--- src/include/fetch_defs.svh ---
// Fetch stage sizing macros: widths, BTB index, boot address, memory depth
`ifndef FETCH_DEFS_SVH
`define FETCH_DEFS_SVH

// Address width in bits
`define FETCH_XLEN 32

// Instruction word width in bits
`define FETCH_ILEN 32

// PC bits above bit 1 that index the BTB (16 entries)
`define FETCH_BTB_BITS 4

// First fetch address after reset
`define FETCH_BOOT_PC 32'h0000_1000

// Max outstanding memory requests, also response buffer depth
`define FETCH_MEM_DEPTH 2

`endif

--- src/fetch_pkg.sv ---
// Fetch stage types: predictions, branch resolutions, exceptions, responses
`default_nettype none

`include "fetch_defs.svh"

package fetch_pkg;

  // --------------------------------------------------
  // Exceptions
  // --------------------------------------------------
  typedef logic [3:0] except_code_t;

  // Instruction access fault, RISC-V cause 1
  localparam except_code_t E_INSTR_ACCESS_FAULT = 4'h1;

  // --------------------------------------------------
  // Branch prediction
  // --------------------------------------------------
  // Empty BTB entry starts weakly not taken
  localparam logic [1:0] BTB_INIT_CNT = 2'b01;

  // Prediction attached to a fetch address
  typedef struct packed {
    logic [`FETCH_XLEN-1:0] pc;
    logic                   taken;
    logic [`FETCH_XLEN-1:0] target;
  } prediction_t;

  // Outcome of a branch from the branch unit
  typedef struct packed {
    logic [`FETCH_XLEN-1:0] pc;
    logic [`FETCH_XLEN-1:0] target;
    logic                   taken;
    logic                   mispredict;
  } resolution_t;

  // Word returned by instruction memory
  typedef struct packed {
    logic [`FETCH_ILEN-1:0] instr;
    logic                   except_raised;
    except_code_t           except_code;
  } mem_resp_t;

endpackage

`default_nettype wire

--- src/fetch_req_if.sv ---
// Fetch request link from PC generator and predictor to the memory interface
`timescale 1ns/100ps
`default_nettype none

`include "fetch_defs.svh"

interface fetch_req_if;

  // Handshake
  logic                   valid;
  logic                   ready;

  // Current fetch address
  logic [`FETCH_XLEN-1:0] pc;

  // Prediction for that address, same cycle
  fetch_pkg::prediction_t pred;

  modport pcgen (output valid, output pc, input ready);
  modport bpu   (output pred, input pc);
  modport memif (input valid, input pc, input pred, output ready);

endinterface

`default_nettype wire

--- src/bpu.sv ---
// Branch predictor: direct-mapped BTB with 2-bit saturating counters
`timescale 1ns/100ps
`default_nettype none

`include "fetch_defs.svh"

module bpu (
  input  logic                   clk_i,
  input  logic                   arst_n_i,
  input  logic                   flush_i,
  fetch_req_if.bpu               req,
  input  logic                   res_valid_i,
  input  fetch_pkg::resolution_t res_i
);

  localparam int unsigned XLEN    = `FETCH_XLEN;
  localparam int unsigned IDX_W   = `FETCH_BTB_BITS;
  localparam int unsigned ENTRIES = 1 << IDX_W;
  localparam int unsigned TAG_W   = XLEN - IDX_W - 2;

  // BTB arrays, only valid bits are reset
  logic [ENTRIES-1:0] valid_q;
  logic [TAG_W-1:0]   tag_q    [ENTRIES];
  logic [XLEN-1:0]    target_q [ENTRIES];
  logic [1:0]         cnt_q    [ENTRIES];

  // --------------------------------------------------
  // Lookup, combinational on the fetch PC
  // --------------------------------------------------
  logic [IDX_W-1:0] rd_idx;
  logic [TAG_W-1:0] rd_tag;
  logic             rd_hit;
  logic             rd_taken;

  assign rd_idx   = req.pc[IDX_W+1:2];
  assign rd_tag   = req.pc[XLEN-1:IDX_W+2];
  assign rd_hit   = valid_q[rd_idx] && (tag_q[rd_idx] == rd_tag);
  // Counter MSB set means 2 or 3, taken
  assign rd_taken = rd_hit && cnt_q[rd_idx][1];

  assign req.pred.pc     = req.pc;
  assign req.pred.taken  = rd_taken;
  assign req.pred.target = rd_taken ? target_q[rd_idx] : req.pc + XLEN'(4);

  // --------------------------------------------------
  // Update from branch resolutions
  // --------------------------------------------------
  logic [IDX_W-1:0] wr_idx;
  logic [TAG_W-1:0] wr_tag;
  logic             wr_hit;
  logic [1:0]       cnt_base;
  logic [1:0]       cnt_next;

  assign wr_idx   = res_i.pc[IDX_W+1:2];
  assign wr_tag   = res_i.pc[XLEN-1:IDX_W+2];
  assign wr_hit   = valid_q[wr_idx] && (tag_q[wr_idx] == wr_tag);
  // Miss allocates at the weakly not taken value
  assign cnt_base = wr_hit ? cnt_q[wr_idx] : fetch_pkg::BTB_INIT_CNT;

  // Saturating move toward the outcome
  always_comb begin
    cnt_next = cnt_base;
    if (res_i.taken && cnt_base != 2'b11)       cnt_next = cnt_base + 2'b01;
    else if (!res_i.taken && cnt_base != 2'b00) cnt_next = cnt_base - 2'b01;
  end

  // Entry payload
  always_ff @(posedge clk_i) begin
    if (res_valid_i) begin
      tag_q[wr_idx] <= wr_tag;
      cnt_q[wr_idx] <= cnt_next;
      // Target only known for taken branches
      if (res_i.taken) target_q[wr_idx] <= res_i.target;
    end
  end

  // Valid bits, flush drops the whole table
  always_ff @(posedge clk_i or negedge arst_n_i) begin
    if (!arst_n_i) begin
      valid_q <= '0;
    end else if (flush_i) begin
      valid_q <= '0;
    end else if (res_valid_i) begin
      valid_q[wr_idx] <= 1'b1;
    end
  end

  // Branch unit sends word-aligned branch addresses
  a_res_aligned: assert property (@(posedge clk_i) disable iff (!arst_n_i)
    res_valid_i |-> res_i.pc[1:0] == 2'b00);

endmodule

`default_nettype wire

--- src/fetch_fifo.sv ---
// Circular FIFO with a type parameter for the payload and single-cycle clear
`timescale 1ns/100ps
`default_nettype none

module fetch_fifo #(
  parameter type         T     = logic,
  parameter int unsigned DEPTH = 2
) (
  input  logic                       clk_i,
  input  logic                       arst_n_i,
  input  logic                       clear_i,
  input  logic                       push_i,
  input  logic                       pop_i,
  input  T                           data_i,
  output T                           data_o,
  output logic                       empty_o,
  output logic                       full_o,
  output logic [$clog2(DEPTH+1)-1:0] count_o
);

  // Pointer width, at least one bit
  localparam int unsigned PW = (DEPTH > 1) ? $clog2(DEPTH) : 1;

  T                           mem [DEPTH];
  logic [PW-1:0]              wr_ptr_q;
  logic [PW-1:0]              rd_ptr_q;
  logic [$clog2(DEPTH+1)-1:0] count_q;

  // Wrap at DEPTH, works for any depth
  function automatic logic [PW-1:0] ptr_inc(input logic [PW-1:0] ptr);
    ptr_inc = (ptr == PW'(DEPTH - 1)) ? '0 : ptr + 1'b1;
  endfunction

  // --------------------------------------------------
  // Storage
  // --------------------------------------------------
  always_ff @(posedge clk_i) begin
    if (push_i && !full_o) begin
      mem[wr_ptr_q] <= data_i;
    end
  end

  // --------------------------------------------------
  // Pointers and occupancy
  // --------------------------------------------------
  always_ff @(posedge clk_i or negedge arst_n_i) begin
    if (!arst_n_i) begin
      wr_ptr_q <= '0;
      rd_ptr_q <= '0;
      count_q  <= '0;
    end else if (clear_i) begin
      wr_ptr_q <= '0;
      rd_ptr_q <= '0;
      count_q  <= '0;
    end else begin
      if (push_i) wr_ptr_q <= ptr_inc(wr_ptr_q);
      if (pop_i)  rd_ptr_q <= ptr_inc(rd_ptr_q);
      // Simultaneous push and pop keeps the count
      if (push_i && !pop_i)      count_q <= count_q + 1'b1;
      else if (pop_i && !push_i) count_q <= count_q - 1'b1;
    end
  end

  assign data_o  = mem[rd_ptr_q];
  assign empty_o = (count_q == '0);
  assign full_o  = (count_q == ($clog2(DEPTH+1))'(DEPTH));
  assign count_o = count_q;

  // Callers must respect occupancy
  a_no_push_full: assert property (@(posedge clk_i) disable iff (!arst_n_i)
    push_i && !clear_i |-> !full_o);
  a_no_pop_empty: assert property (@(posedge clk_i) disable iff (!arst_n_i)
    pop_i && !clear_i |-> !empty_o);

endmodule

`default_nettype wire

--- src/fetch_mem_if.sv ---
// Fetch memory interface: credit-based issue, in-order responses, flush discard
`timescale 1ns/100ps
`default_nettype none

`include "fetch_defs.svh"

module fetch_mem_if (
  input  logic                    clk_i,
  input  logic                    arst_n_i,
  input  logic                    flush_i,
  fetch_req_if.memif              req,
  output logic                    instr_valid_o,
  input  logic                    instr_ready_i,
  output logic [`FETCH_XLEN-1:0]  instr_addr_o,
  input  logic                    instr_valid_i,
  output logic                    instr_ready_o,
  input  logic [`FETCH_ILEN-1:0]  instr_rdata_i,
  input  logic                    instr_except_raised_i,
  input  fetch_pkg::except_code_t instr_except_code_i,
  output logic                    issue_valid_o,
  input  logic                    issue_ready_i,
  output logic [`FETCH_ILEN-1:0]  issue_instr_o,
  output fetch_pkg::prediction_t  issue_pred_o,
  output logic                    issue_except_raised_o,
  output fetch_pkg::except_code_t issue_except_code_o
);

  localparam int unsigned DEPTH = `FETCH_MEM_DEPTH;
  localparam int unsigned CW    = $clog2(DEPTH + 1);

  // Prediction buffer covers requests in flight plus buffered words
  logic [CW-1:0]        pred_cnt;
  logic [CW-1:0]        resp_cnt;
  logic                 resp_empty;
  logic                 resp_full;
  fetch_pkg::mem_resp_t resp_in;
  fetch_pkg::mem_resp_t resp_out;

  // Flushed requests still owed by memory
  logic [CW-1:0]        discard_q;
  logic [CW:0]          used;
  logic                 credit;
  logic                 req_fire;
  logic                 rsp_fire;
  logic                 rsp_keep;
  logic                 issue_fire;

  // --------------------------------------------------
  // Request side
  // --------------------------------------------------
  assign used     = pred_cnt + discard_q;
  assign credit   = used < (CW + 1)'(DEPTH);

  assign instr_valid_o = req.valid && credit && !flush_i;
  assign instr_addr_o  = req.pc;
  assign req.ready     = credit && instr_ready_i && !flush_i;
  assign req_fire      = req.valid && req.ready;

  // --------------------------------------------------
  // Response side
  // --------------------------------------------------
  assign instr_ready_o = !resp_full || (discard_q != '0);
  assign rsp_fire      = instr_valid_i && instr_ready_o;
  // Words owed from before a flush are dropped
  assign rsp_keep      = rsp_fire && (discard_q == '0) && !flush_i;
  assign issue_fire    = issue_valid_o && issue_ready_i;

  assign resp_in.instr         = instr_rdata_i;
  assign resp_in.except_raised = instr_except_raised_i;
  assign resp_in.except_code   = instr_except_code_i;

  always_ff @(posedge clk_i or negedge arst_n_i) begin
    if (!arst_n_i) begin
      discard_q <= '0;
    end else if (flush_i) begin
      // Everything in flight becomes owed, minus a word landing now
      discard_q <= discard_q + (pred_cnt - resp_cnt) - CW'(rsp_fire);
    end else if (rsp_fire && discard_q != '0) begin
      discard_q <= discard_q - 1'b1;
    end
  end

  // --------------------------------------------------
  // Buffers
  // --------------------------------------------------
  fetch_fifo #(
    .T    (fetch_pkg::prediction_t),
    .DEPTH(DEPTH)
  ) u_pred_fifo (
    .clk_i   (clk_i),
    .arst_n_i(arst_n_i),
    .clear_i (flush_i),
    .push_i  (req_fire),
    .pop_i   (issue_fire),
    .data_i  (req.pred),
    .data_o  (issue_pred_o),
    .empty_o (),
    .full_o  (),
    .count_o (pred_cnt)
  );

  fetch_fifo #(
    .T    (fetch_pkg::mem_resp_t),
    .DEPTH(DEPTH)
  ) u_resp_fifo (
    .clk_i   (clk_i),
    .arst_n_i(arst_n_i),
    .clear_i (flush_i),
    .push_i  (rsp_keep),
    .pop_i   (issue_fire),
    .data_i  (resp_in),
    .data_o  (resp_out),
    .empty_o (resp_empty),
    .full_o  (resp_full),
    .count_o (resp_cnt)
  );

  // Decode side
  assign issue_valid_o         = !resp_empty;
  assign issue_instr_o         = resp_out.instr;
  assign issue_except_raised_o = resp_out.except_raised;
  assign issue_except_code_o   = resp_out.except_code;

  // Memory answers only requests it was given
  a_rsp_outstanding: assert property (@(posedge clk_i) disable iff (!arst_n_i)
    instr_valid_i |-> (pred_cnt > resp_cnt) || (discard_q != '0));

endmodule

`default_nettype wire

--- src/fetch_stage.sv ---
// Instruction fetch stage top: predictor, PC generator and memory interface
`timescale 1ns/100ps
`default_nettype none

`include "fetch_defs.svh"

module fetch_stage (
  input  logic                    clk_i,
  input  logic                    arst_n_i,
  input  logic                    flush_i,
  input  logic                    flush_bpu_i,

  // Instruction memory
  output logic                    instr_valid_o,
  input  logic                    instr_ready_i,
  output logic [`FETCH_XLEN-1:0]  instr_addr_o,
  input  logic                    instr_valid_i,
  output logic                    instr_ready_o,
  input  logic [`FETCH_ILEN-1:0]  instr_rdata_i,
  input  logic                    instr_except_raised_i,
  input  fetch_pkg::except_code_t instr_except_code_i,

  // Decode
  output logic                    issue_valid_o,
  input  logic                    issue_ready_i,
  output logic [`FETCH_ILEN-1:0]  issue_instr_o,
  output fetch_pkg::prediction_t  issue_pred_o,
  output logic                    issue_except_raised_o,
  output fetch_pkg::except_code_t issue_except_code_o,

  // Branch unit
  output logic                    bu_pcgen_ready_o,
  input  logic                    bu_bpu_valid_i,
  input  logic                    bu_pcgen_valid_i,
  input  fetch_pkg::resolution_t  bu_res_i,

  // Commit
  input  logic                    comm_except_raised_i,
  input  logic [`FETCH_XLEN-1:0]  comm_except_pc_i
);

  // Shared current PC and its prediction
  fetch_req_if u_req_if ();

  // --------------------------------------------------
  // Predictor and PC generator share one PC
  // --------------------------------------------------
  bpu u_bpu (
    .clk_i      (clk_i),
    .arst_n_i   (arst_n_i),
    .flush_i    (flush_bpu_i),
    .req        (u_req_if.bpu),
    .res_valid_i(bu_bpu_valid_i),
    .res_i      (bu_res_i)
  );

  pc_gen u_pc_gen (
    .clk_i           (clk_i),
    .arst_n_i        (arst_n_i),
    .req             (u_req_if.pcgen),
    .pred_i          (u_req_if.pred),
    .comm_except_i   (comm_except_raised_i),
    .comm_except_pc_i(comm_except_pc_i),
    .res_valid_i     (bu_pcgen_valid_i),
    .res_i           (bu_res_i),
    .bu_ready_o      (bu_pcgen_ready_o)
  );

  // --------------------------------------------------
  // Memory interface toward memory and decode
  // --------------------------------------------------
  fetch_mem_if u_mem_if (
    .clk_i                (clk_i),
    .arst_n_i             (arst_n_i),
    .flush_i              (flush_i),
    .req                  (u_req_if.memif),
    .instr_valid_o        (instr_valid_o),
    .instr_ready_i        (instr_ready_i),
    .instr_addr_o         (instr_addr_o),
    .instr_valid_i        (instr_valid_i),
    .instr_ready_o        (instr_ready_o),
    .instr_rdata_i        (instr_rdata_i),
    .instr_except_raised_i(instr_except_raised_i),
    .instr_except_code_i  (instr_except_code_i),
    .issue_valid_o        (issue_valid_o),
    .issue_ready_i        (issue_ready_i),
    .issue_instr_o        (issue_instr_o),
    .issue_pred_o         (issue_pred_o),
    .issue_except_raised_o(issue_except_raised_o),
    .issue_except_code_o  (issue_except_code_o)
  );

endmodule

`default_nettype wire

--- src/pc_gen.sv ---
// PC generator: program counter register and prioritized next-address select
`timescale 1ns/100ps
`default_nettype none

`include "fetch_defs.svh"

module pc_gen (
  input  logic                   clk_i,
  input  logic                   arst_n_i,
  fetch_req_if.pcgen             req,
  input  fetch_pkg::prediction_t pred_i,
  input  logic                   comm_except_i,
  input  logic [`FETCH_XLEN-1:0] comm_except_pc_i,
  input  logic                   res_valid_i,
  input  fetch_pkg::resolution_t res_i,
  output logic                   bu_ready_o
);

  localparam int unsigned XLEN = `FETCH_XLEN;

  logic [XLEN-1:0] pc_q;
  logic [XLEN-1:0] pc_next;
  logic            run_q;

  // --------------------------------------------------
  // Next PC, fixed priority
  // --------------------------------------------------
  always_comb begin
    pc_next = pc_q;
    if (comm_except_i) begin
      pc_next = comm_except_pc_i;
    end else if (res_valid_i && bu_ready_o && res_i.mispredict) begin
      // Wrong path, restart at the real outcome
      pc_next = res_i.taken ? res_i.target : res_i.pc + XLEN'(4);
    end else if (req.valid && req.ready) begin
      pc_next = pred_i.taken ? pred_i.target : pc_q + XLEN'(4);
    end
  end

  always_ff @(posedge clk_i or negedge arst_n_i) begin
    if (!arst_n_i) begin
      pc_q  <= `FETCH_BOOT_PC;
      run_q <= 1'b0;
    end else begin
      pc_q  <= pc_next;
      // Set on the first edge after reset
      run_q <= 1'b1;
    end
  end

  assign req.valid  = run_q;
  assign req.pc     = pc_q;
  assign bu_ready_o = run_q;

  // Redirect sources and predictor targets keep the PC on word boundaries
  a_pc_aligned: assert property (@(posedge clk_i) disable iff (!arst_n_i)
    pc_q[1:0] == 2'b00);

endmodule

`default_nettype wire

--- config.mk ---
export PLATFORM = sky130hd
export DESIGN_NAME = fetch_stage
export DESIGN_NICKNAME = d
export VERILOG_FILES = /design/src/fetch_pkg.sv /design/src/fetch_req_if.sv /design/src/bpu.sv /design/src/fetch_fifo.sv /design/src/fetch_mem_if.sv /design/src/fetch_stage.sv /design/src/pc_gen.sv
export VERILOG_INCLUDE_DIRS = /design/src /design/src/include
export SDC_FILE = /design/constraint.sdc
export NUM_CORES = 2
export LEC_CHECK = 0
export BUFFER_PORTS_ARGS = -buffer_cell sky130_fd_sc_hd__buf_2
export CORE_MARGIN = 1.5
export CORE_UTILIZATION = 45
export DETAILED_ROUTE_END_ITERATION = 8
export MAX_ROUTING_LAYER = met4
export SETUP_SLACK_MARGIN = 0.05
export SLEW_MARGIN = 10
export SYNTH_ARGS = -nofsm -noshare
export SYNTH_HDL_FRONTEND = slang
export SYNTH_SLANG_ARGS = --single-unit
--- constraint.sdc ---
create_clock -name clk_i -period 8.75 [get_ports clk_i]
set_input_delay 0.875 -clock clk_i [delete_from_list [all_inputs] [get_ports clk_i]]
set_output_delay 0.875 -clock clk_i [all_outputs]
set_load 0.005 [all_outputs]
==> metrics.log <==
[metrics] num ports: 283
[metrics] synthesized-area fraction occupied by xor and xnor cells: 1.82%
[metrics] Worst-path clk slew: 0.06 ns
[metrics] initial detailed-routing violation count: 4259
[metrics] flops & latches, synth: 1223
[metrics] number of global-route vias before repair: 31500
[metrics] Hold WC Path Type: in -> async
[metrics] summed instance area of the synthesized netlist: 54000 µm²
[metrics] total number of nets in the final design: 3423
[metrics] kind of end point of the critical path: flip-flop
[metrics] area of all placed cells without fillers: 61600 µm²
[metrics] Rows: 126
[metrics] Critical Path RT: 9.14 ns
[metrics] highest fanout seen on the critical path: 66
[metrics] Area Growth Syn to Fin: 14.0%
[metrics] fmax: 0.175 GHz
[metrics] vertical die dimension: 350 µm
[metrics] outcome: finished clean
[metrics] fraction of layout instances using a drive strength above 1: 32.0%
[metrics] pin count of the biggest net entering global routing: 97
[metrics] max cap viols: 0
[metrics] Synth Warn #: 0
[metrics] RSZ-0062 raised after global routing: false
[metrics] Synthesized Nets: 3146
[metrics] IR drop worst, VDD: 0.193 mV
[metrics] initial antenna violation count: 24
[metrics] total gr overflow: 0
[metrics] Vias: 31700
[metrics] quantity of hold-fixing buffers added after cts: 0
[metrics] final setup violation count: 0
[metrics] Final Hold Violating Endpoints: 0
[metrics] number of buffers created by CTS: 134
[metrics] Post-CTS Setup Bufs: 0
[metrics] Resized cells post-CTS: 0
[metrics] global routing met1 resource utilization: 38.7%
[metrics] buffer depth of the longest clock path: 3
[metrics] wire length of the first global-routing pass: 236000 µm
[metrics] Arrival @ worst endpoint: 6.10 ns
[metrics] Synth async-reset ratio: 4.82%
[metrics] WL/cell: 33.7 µm
[metrics] final routed wirelength across all metal layers: 168000 µm
[metrics] transition time at the pin with the least slew margin: 1.21 ns
[metrics] Synth Instances: 2989
[metrics] Worst Path Class, Setup: in -> reg
[metrics] final worst hold slack: 0.204 ns
[metrics] fraction of the mapped netlist area in compound gates: 4.26%
[metrics] clock sinks: 1223
[metrics] First-pass DRT Iterations: 8
[metrics] chip width: 350 µm
[metrics] total power: 14.6 mW
[metrics] post-route clock period utilization: 65.2%
[metrics] power density of the placed cells: 237 nW/µm²
[metrics] Post-Syn Area per Cell: 18.1 µm²
[metrics] root buffer cell: sky130_fd_sc_hd__clkbuf_16
[metrics] share of synthesized area spent on multiplexers: 20.0%
[metrics] number of port buffers: 282
[metrics] maximum level of the CTS H-tree: 4
[metrics] Die Outline Area: 122000 µm²
[metrics] number of distinct library cell variants in the gate-level netlist after synthesis: 83
[metrics] Tot GR Track Use: 28.3%
[metrics] GRT busiest layer: met2
[metrics] largest family of logic cells by synthesized area: multiplexers
[metrics] fraction of the yosys area taken by sequential cells: 67.4%
[metrics] final weighted congestion in routability-driven placement: 0.967
[metrics] count of flip-flops with a built-in enable after synthesis: 1164
[metrics] post-route minimum period: 5.70 ns
[metrics] worst setup skew after layout: 0.0380 ns
[metrics] initial core utilization: 45.6%
[metrics] area share of fa/ha/maj cells after synthesis: 0.320%
[metrics] launching element type of the critical path: primary input
[metrics] remaining antenna violation count: 0
[metrics] core area: 119000 µm²
[metrics] worst slew margin relative to its limit: 19.6%
[metrics] dominant register cell in the synthesized netlist: sky130_fd_sc_hd__edfxtp_1
[metrics] met3 demand-to-capacity share in global routing: 5.47%
[metrics] CTS tree: yes
[metrics] number of design rule violations left after detail routing: 0
[metrics] Pins Over Slew Limit: 0
[metrics] fraction of the mapped netlist area in simple logic gates: 3.98%
[metrics] cell area after placement: 57200 µm²
[metrics] Leakage Power: 20.6 nW
[metrics] Via-to-Cell Ratio: 6.36
[metrics] Detail Placement HPWL: 107000 µm
[metrics] clock insertion delay at the later pin of the skew report: 0.77 ns
[metrics] accumulated negative setup slack: 0 ns
[metrics] GR Util met2: 43.3%
## layout make-up
class                   instances  area (µm²)
fillers                      9517       57000
flip-flops and latches       1223       36400
multi-input cells            1511       16600
clock buffers                 171        3610
repair buffers                358        2020
well taps                    1600        2000
clock inverters                70         704
inverters                      38         145
diodes                         13        32.5
## cells by family (layout without fill, tap and decap cells)
logic type	after synthesis	after routing
flops	1223	1223
mux	629	629
compound gates	310	310
other cells	1	14
fa+ha+maj	12	12
simple gates	447	447
buf+inv	255	637
xor+xnor	112	112
## sequential cells by signal, indices dropped and copies added, names as in the netlist
name / flops
u_mem_if.u_pred_fifo.count_o: 2
u_pc_gen.req.pc: 32
u_bpu.target_q: 512
u_mem_if.u_resp_fifo.rd_ptr_q: 1
u_mem_if.discard_q: 2
u_bpu.cnt_q: 32
u_mem_if.u_resp_fifo.mem: 74
u_mem_if.u_pred_fifo.mem: 130
u_pc_gen.bu_ready_o: 1
u_bpu.tag_q: 416
u_bpu.valid_q: 16
u_mem_if.u_resp_fifo.count_o: 2
u_mem_if.u_resp_fifo.wr_ptr_q: 1
u_mem_if.u_pred_fifo.rd_ptr_q: 1
u_mem_if.u_pred_fifo.wr_ptr_q: 1
## worst max-delay path: stages
cell and delay [ns]:
sky130_fd_sc_hd__buf_4 0.78, sky130_fd_sc_hd__buf_4 0.75, sky130_fd_sc_hd__mux4_2 0.43, sky130_fd_sc_hd__and2_1 0.18
sky130_fd_sc_hd__a31o_2 0.20, sky130_fd_sc_hd__a222oi_1 0.43, sky130_fd_sc_hd__and3_1 0.24, sky130_fd_sc_hd__a31oi_1 0.13
sky130_fd_sc_hd__nor4_1 0.56, sky130_fd_sc_hd__inv_1 0.11, sky130_fd_sc_hd__ha_1 0.25, sky130_fd_sc_hd__nand2_1 0.09
sky130_fd_sc_hd__and2_1 0.14, sky130_fd_sc_hd__xor2_1 0.80
## cell usage after synthesis (all sizes together) (13+ instances only)
master  number  area (µm²)
mux2       142        1670
mux4       339        7630
mux2i      148        1480
nand2      127         477
clkbuf      86         324
buf        131         739
o31a        19         166
o22ai       15        93.8
nor4        13        81.3
and3        18         113
nand3       35         175
o21ai       45         225
a22oi       28         210
a22o        29         254
xor2        26         228
inv         35         131
nand4       27         169
dfrtp       58        1450
nor3        42         210
xnor2       86         753
a21oi       40         200
o22a        22         193
edfxtp    1164       35000
nor2b       16         100
nor2       115         432
## placed cells by master (no fill, tap or decap), types with 36 or more instances in the layout
master                      instances
sky130_fd_sc_hd__nand2_1          127
sky130_fd_sc_hd__mux2i_1          148
sky130_fd_sc_hd__buf_2            279
sky130_fd_sc_hd__buf_4             76
sky130_fd_sc_hd__dfrtp_1           53
sky130_fd_sc_hd__edfxtp_1        1164
sky130_fd_sc_hd__mux4_2           339
sky130_fd_sc_hd__clkinv_1          36
sky130_fd_sc_hd__mux2_2           123
sky130_fd_sc_hd__clkbuf_16        137
sky130_fd_sc_hd__xnor2_1           86
sky130_fd_sc_hd__a21oi_1           40
sky130_fd_sc_hd__o21ai_0           45
sky130_fd_sc_hd__nor2_1           102
## per-layer routing
metal | vias up | share of wire, %
li1 | 12800 | -
met1 | 16800 | 40
met2 | 1795 | 47
met3 | 276 | 9.9
met4 | 0 | 3.0
met5 | - | 0
## stage by stage
step,std cells,worst slack [ns],utilization [%]
6_report,4984,3.05,52.0
2_1_floorplan,2989,1.21,-
3_5_place_dp,4730,2.37,48.3
5_1_grt,4981,2.71,51.9
4_1_cts,4971,3.03,51.9
3_3_place_gp,4730,2.37,48.3
## worst paths after layout
| check | startpoint | to | slack [ns] | cells past startpoint |
|---|---|---|---|---|
| worst max-delay path | bu_res_i[37] | u_bpu.cnt_q[2][0] | 3.05 | 14 |
| worst min-delay path | arst_n_i | u_bpu.valid_q[12] | 0.20 | 1 |
| worst max register to register | u_pc_gen.req.pc[3] | u_pc_gen.req.pc[4] | 3.07 | 11 |
| worst min register to register | u_bpu.valid_q[0] | u_bpu.valid_q[0] | 0.53 | 2 |
| max in group asynchronous | arst_n_i | u_pc_gen.req.pc[3] | 7.85 | 1 |
| min in group clk_i | instr_rdata_i[18] | u_mem_if.u_resp_fifo.mem[0][23] | 0.30 | 1 |
## power breakdown
part,switching [mW],internal [mW]
Sequential,0.225,6.62
Clock,2.37,3.13
Combinational,1.30,0.937
Total,3.90,10.7
Power figures use the tool's default switching activity.
